File: src/common/traffic_pkg.sv
`default_nettype none

package traffic_pkg;

    // ********************************************************
    // Phase encoding, first four in lamp decode order
    // ********************************************************
    typedef enum logic [2:0] {
        PH_B_GREEN  = 3'd0,     // A red, B green
        PH_B_YELLOW = 3'd1,     // A red, B yellow flashing
        PH_A_GREEN  = 3'd2,     // A green, B red
        PH_A_YELLOW = 3'd3,     // A yellow flashing, B red
        PH_ALL_RED  = 3'd4      // Both roads held at red
    } phase_t;

    // Seconds count, 7 bits covers up to 99 s
    localparam int SEC_W = 7;
    typedef logic [SEC_W-1:0] sec_t;

    // ********************************************************
    // Lamp vector, A lamps in the upper half
    // ********************************************************
    typedef logic [5:0] lamp_t;

    localparam int LAMP_A_RED = 5;
    localparam int LAMP_A_GRN = 4;
    localparam int LAMP_A_YEL = 3;
    localparam int LAMP_B_RED = 2;
    localparam int LAMP_B_GRN = 1;
    localparam int LAMP_B_YEL = 0;

    // Only the two reds lit
    localparam lamp_t LAMP_ALL_RED = 6'b100100;

endpackage

`default_nettype wire

File: src/traffic/phase_sequencer.sv
`timescale 1ns/10ps
`default_nettype none

module phase_sequencer
    import traffic_pkg::*;
#(
    parameter int TICK_CYCLES = 50_000_000,    // Clock cycles per second
    parameter int GREEN_SECS  = 30,            // Green phase length
    parameter int YELLOW_SECS = 5              // Yellow phase length
) (
    input  logic   sys_clk,
    input  logic   sys_rst_n,
    input  logic   all_red,        // Hold both roads at red
    output phase_t phase,          // Registered phase to lamp decode
    output sec_t   remain          // Seconds left in saved phase
);

    localparam int TICK_W = (TICK_CYCLES > 1) ? $clog2(TICK_CYCLES) : 1;

    logic [TICK_W-1:0] tick_cnt;   // Second divider
    logic              sec_tick;   // One pulse per second
    logic              step;       // Last second of the phase ends
    phase_t            sav_phase;  // Phase kept across an all-red hold
    phase_t            nxt_sav;
    phase_t            adv_phase;  // Phase that follows sav_phase
    sec_t              adv_secs;   // And its duration

    // ********************************************************
    // Second tick divider
    // ********************************************************
    always_ff @(posedge sys_clk or negedge sys_rst_n) begin
        if (!sys_rst_n)
            tick_cnt <= '0;
        else if (all_red)
            tick_cnt <= '0;                              // Second restarts in full
        else if (tick_cnt == TICK_W'(TICK_CYCLES - 1))
            tick_cnt <= '0;                              // Wrap
        else
            tick_cnt <= tick_cnt + 1'b1;
    end

    // Divider is parked at zero during hold, so no tick there
    assign sec_tick = !all_red && (tick_cnt == TICK_W'(TICK_CYCLES - 1));
    assign step     = sec_tick && (remain == sec_t'(1));

    // ********************************************************
    // Fixed phase order and the next duration
    // ********************************************************
    always_comb begin
        case (sav_phase)
            PH_B_GREEN: begin
                adv_phase = PH_B_YELLOW;
                adv_secs  = sec_t'(YELLOW_SECS);
            end
            PH_B_YELLOW: begin
                adv_phase = PH_A_GREEN;
                adv_secs  = sec_t'(GREEN_SECS);
            end
            PH_A_GREEN: begin
                adv_phase = PH_A_YELLOW;
                adv_secs  = sec_t'(YELLOW_SECS);
            end
            PH_A_YELLOW: begin
                adv_phase = PH_B_GREEN;
                adv_secs  = sec_t'(GREEN_SECS);
            end
            default: begin                               // Unreachable, recover to start
                adv_phase = PH_B_GREEN;
                adv_secs  = sec_t'(GREEN_SECS);
            end
        endcase
    end

    assign nxt_sav = step ? adv_phase : sav_phase;

    // Saved phase, frozen while all_red since step stays low
    always_ff @(posedge sys_clk or negedge sys_rst_n) begin
        if (!sys_rst_n)
            sav_phase <= PH_B_GREEN;
        else
            sav_phase <= nxt_sav;
    end

    // ********************************************************
    // Seconds countdown
    // ********************************************************
    always_ff @(posedge sys_clk or negedge sys_rst_n) begin
        if (!sys_rst_n)
            remain <= sec_t'(GREEN_SECS);
        else if (step)
            remain <= adv_secs;                          // Load next phase length
        else if (sec_tick)
            remain <= remain - 1'b1;
    end

    // Output phase, same edge as the saved phase update
    always_ff @(posedge sys_clk or negedge sys_rst_n) begin
        if (!sys_rst_n)
            phase <= PH_B_GREEN;
        else if (all_red)
            phase <= PH_ALL_RED;
        else
            phase <= nxt_sav;                            // Resume where it left off
    end

endmodule

`default_nettype wire

File: src/traffic/lamp_driver.sv
`timescale 1ns/10ps
`default_nettype none

module lamp_driver
    import traffic_pkg::*;
#(
    parameter int TWINKLE_CYCLES = 10_000_000      // Half period of the flash
) (
    input  logic   sys_clk,
    input  logic   sys_rst_n,
    input  phase_t phase,
    output lamp_t  lamp            // Registered lamp enables
);

    localparam int TW_W = (TWINKLE_CYCLES > 1) ? $clog2(TWINKLE_CYCLES) : 1;

    logic [TW_W-1:0] tw_cnt;       // Free-running flash timer
    logic            tw_wrap;
    lamp_t           nxt_lamp;

    // ********************************************************
    // Twinkle counter
    // ********************************************************
    always_ff @(posedge sys_clk or negedge sys_rst_n) begin
        if (!sys_rst_n)
            tw_cnt <= '0;
        else if (tw_wrap)
            tw_cnt <= '0;
        else
            tw_cnt <= tw_cnt + 1'b1;
    end

    assign tw_wrap = (tw_cnt == TW_W'(TWINKLE_CYCLES - 1));

    // ********************************************************
    // Phase decode
    // ********************************************************
    always_comb begin
        nxt_lamp = '0;                                   // Green decode clears yellows
        case (phase)
            PH_B_GREEN: begin
                nxt_lamp[LAMP_A_RED] = 1'b1;
                nxt_lamp[LAMP_B_GRN] = 1'b1;
            end
            PH_B_YELLOW: begin
                nxt_lamp[LAMP_A_RED] = 1'b1;
                // Toggle on wrap, otherwise hold
                nxt_lamp[LAMP_B_YEL] = tw_wrap ? ~lamp[LAMP_B_YEL] : lamp[LAMP_B_YEL];
            end
            PH_A_GREEN: begin
                nxt_lamp[LAMP_A_GRN] = 1'b1;
                nxt_lamp[LAMP_B_RED] = 1'b1;
            end
            PH_A_YELLOW: begin
                nxt_lamp[LAMP_B_RED] = 1'b1;
                nxt_lamp[LAMP_A_YEL] = tw_wrap ? ~lamp[LAMP_A_YEL] : lamp[LAMP_A_YEL];
            end
            default: nxt_lamp = LAMP_ALL_RED;            // PH_ALL_RED and anything odd
        endcase
    end

    always_ff @(posedge sys_clk or negedge sys_rst_n) begin
        if (!sys_rst_n)
            lamp <= LAMP_ALL_RED;                        // Safe state out of reset
        else
            lamp <= nxt_lamp;
    end

endmodule

`default_nettype wire

File: src/logic/countdown_bcd.sv
`timescale 1ns/10ps
`default_nettype none

module countdown_bcd
    import traffic_pkg::*;
(
    input  logic       sys_clk,
    input  logic       sys_rst_n,
    input  sec_t       remain,         // Binary seconds, never above 99
    output logic [3:0] digit_tens,
    output logic [3:0] digit_ones
);

    localparam int BCD_W = 8;          // Two digits

    // BCD field on top, binary shifted out of the bottom
    logic [BCD_W+SEC_W-1:0] shf;

    // ********************************************************
    // Shift-and-add-three, one pass per input bit
    // ********************************************************
    always_comb begin
        shf = {{BCD_W{1'b0}}, remain};
        for (int i = 0; i < SEC_W; i++) begin
            // Ones nibble
            if (shf[SEC_W+3:SEC_W] > 4'd4)
                shf[SEC_W+3:SEC_W] = shf[SEC_W+3:SEC_W] + 4'd3;
            // Tens nibble
            if (shf[SEC_W+7:SEC_W+4] > 4'd4)
                shf[SEC_W+7:SEC_W+4] = shf[SEC_W+7:SEC_W+4] + 4'd3;
            shf = shf << 1;
        end
    end

    // Registered digits, one cycle behind remain
    always_ff @(posedge sys_clk or negedge sys_rst_n) begin
        if (!sys_rst_n) begin
            digit_tens <= 4'd0;
            digit_ones <= 4'd0;
        end else begin
            digit_tens <= shf[SEC_W+7:SEC_W+4];
            digit_ones <= shf[SEC_W+3:SEC_W];
        end
    end

endmodule

`default_nettype wire

File: src/logic/traffic_top.sv
`timescale 1ns/10ps
`default_nettype none

module traffic_top
    import traffic_pkg::*;
#(
    parameter int TICK_CYCLES    = 50_000_000,  // 1 s at 50 MHz
    parameter int GREEN_SECS     = 30,
    parameter int YELLOW_SECS    = 5,
    parameter int TWINKLE_CYCLES = 10_000_000   // 0.2 s flash half period
) (
    input  logic       sys_clk,
    input  logic       sys_rst_n,
    input  logic       all_red,     // Emergency hold
    output phase_t     phase,
    output lamp_t      lamp,
    output logic [3:0] digit_tens,
    output logic [3:0] digit_ones
);

    sec_t remain;                   // Seconds left, to the display path

    // ********************************************************
    // Sequencer, lamp decode and display path
    // ********************************************************
    phase_sequencer #(
        .TICK_CYCLES (TICK_CYCLES),
        .GREEN_SECS  (GREEN_SECS),
        .YELLOW_SECS (YELLOW_SECS)
    ) u_phase_sequencer (
        .sys_clk   (sys_clk),
        .sys_rst_n (sys_rst_n),
        .all_red   (all_red),
        .phase     (phase),
        .remain    (remain)
    );

    lamp_driver #(
        .TWINKLE_CYCLES (TWINKLE_CYCLES)
    ) u_lamp_driver (
        .sys_clk   (sys_clk),
        .sys_rst_n (sys_rst_n),
        .phase     (phase),
        .lamp      (lamp)
    );

    countdown_bcd u_countdown_bcd (
        .sys_clk    (sys_clk),
        .sys_rst_n  (sys_rst_n),
        .remain     (remain),
        .digit_tens (digit_tens),
        .digit_ones (digit_ones)
    );

endmodule

`default_nettype wire

File: config.mk
export PLATFORM = sky130hd
export DESIGN_NAME = traffic_top
export DESIGN_NICKNAME = d
export VERILOG_FILES = /design/src/common/traffic_pkg.sv /design/src/traffic/phase_sequencer.sv /design/src/traffic/lamp_driver.sv /design/src/logic/countdown_bcd.sv /design/src/logic/traffic_top.sv
export SDC_FILE = /design/constraint.sdc
export NUM_CORES = 1
export LEC_CHECK = 0
export BUFFER_PORTS_ARGS = -buffer_cell sky130_fd_sc_hd__buf_2
export CAP_MARGIN = 20
export CORE_ASPECT_RATIO = 1.2
export CORE_MARGIN = 1
export CORE_UTILIZATION = 40
export CTS_BUF_LIST = sky130_fd_sc_hd__clkbuf_2
export DETAILED_ROUTE_END_ITERATION = 16
export MAX_ROUTING_LAYER = met4
export PLACE_DENSITY_LB_ADDON = 0.12
export SYNTH_ARGS = -nofsm -noshare
export SYNTH_HDL_FRONTEND = slang
export SYNTH_SLANG_ARGS = --single-unit
export TNS_END_PERCENT = 30
File: constraint.sdc
create_clock -name sys_clk -period 6.7 [get_ports sys_clk]
set_input_delay 1.005 -clock sys_clk [delete_from_list [all_inputs] [get_ports sys_clk]]
set_output_delay 1.005 -clock sys_clk [all_outputs]
set_load 0.01 [all_outputs]
Yosys cells after proc, flatten, opt, wreduce, memory -nomap -nowiden
Index checks and enable logic that the tools add are counted.
- bits in registers: 77
- bits in latches: 0
- bits in writable memories: 0
- bits in read-only memories: 0
- input port bits: 3
- output and inout bits: 17
- logic and storage cells: 84
- memories kept: 0
- $add $sub $neg: 14
- multiply operators: 0
- div/mod/pow operators: 0
- order comparisons: 11
- equality and inequality tests: 10
- shift-type cells: 0
- mux-type cells: 28
- bitwise gates (word level): 2
- reductions and logical operators: 9
- operators with widths (operator ; count):
    2-to-1 mux 26 bit ; 2
    > comparator 4 x 3 -> 1 bit (second input constant) ; 9
    adder 26 x 1 -> 26 bit (second input constant) ; 1
    == test 26 bit (second input constant) ; 1
    adder 24 x 1 -> 24 bit (second input constant) ; 1
    == test 24 bit (second input constant) ; 1
    2-to-1 mux 24 bit ; 1
    2-to-1 mux 3 bit ; 8
    adder 4 x 2 -> 4 bit (second input constant) ; 5
    2-to-1 mux 4 bit ; 5
    2-to-1 mux 7 bit ; 2
    adder 3 x 2 -> 3 bit (second input constant) ; 4
    == test 3 x 2 -> 1 bit (second input constant) ; 3
    2-to-1 mux 1 bit ; 8
    == test 7 x 1 -> 1 bit (second input constant) ; 1
    subtractor 7 x 1 -> 7 bit (second input constant) ; 1
    == test 3 x 1 -> 1 bit (second input constant) ; 2
    logical NOT 3 bit ; 2
    one-hot mux 2 bit (3 select lines) ; 1
    OR reduction 2 bit ; 3
    2-to-1 mux 5 bit ; 1
    != test 2 x 1 -> 1 bit (second input constant) ; 2
    adder 1 x 2 -> 3 bit (both inputs constant) ; 1
    adder 1 x 2 -> 3 bit (second input constant) ; 1
    other kinds (6) ; 8

Depth between registers and ports, before layout
- depth in word-level cells: 12
- gate-level depth with buffers: 13
- mapped depth without buffers: 13

By module
A second synthesis with hierarchy kept.
- cell total of the unflattened synthesis: 434
- area, all modules: 4262.8 um^2
- by module, submodules not included (module ; times used ; cells each ; area an instance (um^2) ; seq. area each (um^2)):
    phase_sequencer ; 1 ; 217 ; 2130.8 ; 980.9
    lamp_driver ; 1 ; 130 ; 1381.3 ; 753.2
    countdown_bcd ; 1 ; 87 ; 750.7 ; 200.2

Worst setup path after synthesis
Ideal clock, no wire load.
- kind: register to register
- start: register u_phase_sequencer.remain[4]
- end: register u_countdown_bcd.digit_tens[2]
- library setup time: 0.144 ns
- arrival time: 2.752 ns
- required time: 6.556 ns
- setup slack: 3.805 ns
- cell stages (with the launch flop): 14
- buffers on the path: 0
- period minus slack after synthesis: 2.895 ns
- path through: dfstp_2 inv_1 ha_1 inv_1 ha_1 and2b_1 nor2_2 o311ai_2 a2bb2oi_1 xnor2_1 ha_1 inv_1 ha_1 mux2i_1
- longest elaborated chain between the ends: 8
- elaborated cells between the ends (all ways): 18
- those cells by class: 6 x add/sub; 6 x order compare; 6 x mux
- RTL lines (item ; line ; text):
    start, declared ; phase_sequencer.sv:15 ; output sec_t remain
    start signal, assigned ; phase_sequencer.sv:89 ; remain <= sec_t'(GREEN_SECS);
    start signal, assigned ; phase_sequencer.sv:91 ; remain <= adv_secs;
    start signal, assigned ; phase_sequencer.sv:93 ; remain <= remain - 1'b1;
    adder 4 x 2 -> 4 bit / > comparator 4 x 3 -> 1 bit (equally long branches) ; countdown_bcd.sv:27, countdown_bcd.sv:26 ;
    2-to-1 mux 4 bit * ; countdown_bcd.sv:26 ; if (shf[SEC_W+3:SEC_W] > 4'd4)
    adder 4 x 2 -> 4 bit, or another cell as far along ; countdown_bcd.sv:27 ; shf[SEC_W+3:SEC_W] = shf[SEC_W+3:SEC_W] + 4'd3;
    2-to-1 mux 4 bit / 2-to-1 mux 3 bit (equally long branches) ; countdown_bcd.sv:26, countdown_bcd.sv:29 ;
    adder 4 x 2 -> 4 bit, or another cell as far along ; countdown_bcd.sv:27 ;
    2-to-1 mux 4 bit / 2-to-1 mux 3 bit (equally long branches) ; countdown_bcd.sv:26, countdown_bcd.sv:29 ;
    > comparator 4 x 3 -> 1 bit / adder 3 x 2 -> 3 bit (equally long branches) ; countdown_bcd.sv:29, countdown_bcd.sv:30 ;
    2-to-1 mux 3 bit * ; countdown_bcd.sv:29 ; if (shf[SEC_W+7:SEC_W+4] > 4'd4)
    named net u_countdown_bcd.shf[13] ; countdown_bcd.sv:17 ; logic [BCD_W+SEC_W-1:0] shf;
    end signal, assigned ; countdown_bcd.sv:41 ; digit_tens <= shf[SEC_W+7:SEC_W+4];
    end, declared ; countdown_bcd.sv:10 ; output logic [3:0] digit_tens,
Mark *: on every way through the listed nets, which the timed path passes. The rest lies on a longest branch.
A chain may end at the register's enable or synchronous reset.

Final worst setup path
Same ends and word-level chain as after synthesis.

==> reports/metrics.csv <==
metric,value,unit
Rows,39,
Leak Pwr,0.00205,µW
antenna violations before repair,0,
crit path DAT,3.92,ns
Setup Skew,0.0268,ns
syn nets,406,
H-tree levels,3,
fraction of layout cells with a size suffix above 1,15.9,%
global-route usage over all layers,16.0,%
Yosys top cell area share,44.1,%
M1 wire length,3740,µm
Core Region,0.00966,mm²
clk slew on worst S/H paths,0.21,ns
CTS Buffer Depth,2,
CTS root buf,clkbuf_2,
Final Worst Setup Slack,3.16,ns
Worst-Skew Late Latency,0.51,ns
I/O Pins,20,
Post-Layout Cell Count,537,
hpwl dp,4980,µm
asr flop ratio synth,100,%
hold path cells,1,
RD Place Congestion,0.725,
Area contributors post-synth,"dfrtp_1 44%, xor2_1 6.1%, nor2_1 5.4%",
"EDFF count, synth",0,
Placed Cells,522,
status,"complete, no violations",
Port Buffers,19,
number of DRC markers in iteration 0,134,
largest net degree at the start of global routing,78,
worst hold start,u_phase_sequencer.phase[1],
Die Span Y,112,µm
register bit count reported by yosys,77,
vias in the first global route,2814,
Pwr Total,766,µW
cells after synthesis,391,
Worst EP required,7.08,ns
Peak VDD IR,0.0000740,V
die area,0.0105,mm²
Starting Density,41.7,%
remaining antenna violation count,0,
Slew HR,35.4,%
"critical path fanouts, max",13,
setup tns final,0,ns
Hold/Removal Path Class,flop to flop,
nets@finish,425,
grt total ovfl,0,
commonest cells in the netlist,"71 x dfrtp_1, 58 x nor2_1, 29 x nand2_1",
CP Capture Type,flop,
Synth Flop Type,dfrtp_1,
wire length on met2,3280,µm
average routed wire per standard cell,13.6,µm
DP Area,0.00422,mm²
fmax,283,MHz
RSZ-0062 raised after global routing,no,
Area Growth Syn to Fin,7.80,%
global-route wire length before repair,13000,µm
Final setup viols,0,
CTS tree,yes,
final hold vios,0,
DRC Markers,0,
vias,2729,
post-route clock period utilization,52.8,%
leading area contributor after synthesis,dfrtp_1,
n_diodes,0,
reg2reg path depth,13,
Mean Syn Cell Area,10.3,µm²
post-cts gate resize count,0,
post-DR vias/cell,5.08,
final WL,7300,µm
Synth cell types,63,
top-count cell post-synth,dfrtp_1,
power density over the cells,176,mW/mm²
Crit. Startpoint,u_phase_sequencer.remain[4],
Period minus WS final,3.54,ns
critical path class,flop to flop,
DR top layer,met4,
CTS buffer count,9,
sequential fraction of the synthesis area,48.0,%
Layout Cell Area excl Fill,0.00434,mm²
"Slew Viols, Final",0,
wire length on met3,170,µm
# clock sinks,77,
Mapped Area,0.00403,mm²
Post-CTS Hold Buffers,0,
postcts setup bufs,0,
Die X-Extent,93.6,µm
Slew @ Worst Pin,0.969,ns
DP Worst Slack,3.16,ns
CP Launch Type,flop,
reg-to-reg startpoint,u_phase_sequencer.remain[4],
synth warn,0,
Max-Cap Viols,0,
drt pass-1 iters,4,
[logic make-up after synthesis]
logic type / count (synthesis) / share of synthesized area (%)
multiplexers: 4 / 1.06
adder cells (fa/ha/maj): 12 / 3.73
flip-flops: 77 / 48.0
AO/OA/AOI/OAI: 48 / 8.88
buffers and inverters: 22 / 2.61
XOR/XNOR: 51 / 11.3
AND/OR/NAND/NOR: 177 / 24.4
[path summary, 6_finish.rpt]
check,slack (ns),to
worst min register to register,0.48,u_lamp_driver.lamp[5]
max in group asynchronous,5.46,u_phase_sequencer.phase[1]
worst min-delay path,0.48,u_lamp_driver.lamp[5]
min in group asynchronous,0.62,u_phase_sequencer.tick_cnt[11]
worst max-delay path,3.16,u_countdown_bcd.digit_tens[2]
worst max register to register,3.16,u_countdown_bcd.digit_tens[2]
[cell usage in the layout, fill, tap and decap left out, types with 3 or more instances in the layout]
master	n
a21oi_1	7
and3_1	16
and4_1	6
buf_2	18
clkbuf_2	10
dfrtp_1	71
dfstp_2	6
ha_1	12
inv_1	11
nand2_1	29
nand2b_1	4
nand3_1	24
nand4_1	6
nor2_1	58
nor2b_1	3
nor3_1	3
nor4b_1	3
o21ai_0	12
o22a_1	3
o31ai_1	5
xnor2_1	22
xor2_1	28
[flip-flops by register name (all words and copies together) (netlist names)]
| register | cells |
|---|---|
| u_countdown_bcd.digit_tens | 4 |
| u_phase_sequencer.remain | 7 |
| u_phase_sequencer.sav_phase | 3 |
| u_lamp_driver.lamp | 6 |
| u_lamp_driver.tw_cnt | 24 |
| u_phase_sequencer.tick_cnt | 26 |
| u_countdown_bcd.digit_ones | 4 |
| u_phase_sequencer.phase | 3 |
[layer usage]
layer / GRT usage (%) / vias up
met1: 21.1 / 1303
met5: - / -
li1: - / 1393
met4: 5.85 / 0
met2: 24.4 / 25
met3: 3.28 / 8
[area by class of cell]
| type | count | area (µm²) |
|---|---|---|
| Clock buffer | 10 | 50.0 |
| Clock inverter | 5 | 76.3 |
| Fill cell | 953 | 5320 |
| Inverter | 11 | 41.3 |
| Multi-Input combinational cell | 292 | 1990 |
| Sequential cell | 77 | 1930 |
| Tap cell | 123 | 154 |
| Timing Repair Buffer | 19 | 97.6 |
[through the flow]
step                      util, %  hold WS [ns]
final                        44.9         0.477
after global routing         44.9         0.514
after CTS                    44.9         0.469
after detailed placement     43.6         0.441
after global placement       43.6         0.441
after floorplan                 -         0.413
[where the power goes]
part	internal (µW)	switching, µW
clock network	121	158
registers	468	1.67
logic	3.37	14.0
[worst max-delay path: stages, from the launching register on]
cell,delay (ns)
dfstp_2,0.64
inv_1,0.09
ha_1,0.28
inv_1,0.08
ha_1,0.27
and2b_1,0.19
a21oi_1,0.07
a22oi_1,0.75
a2bb2oi_1,0.24
xnor2_1,0.19
ha_1,0.21
inv_1,0.05
ha_1,0.23
mux2i_1,0.13
Power figures use the tool's default switching activity.
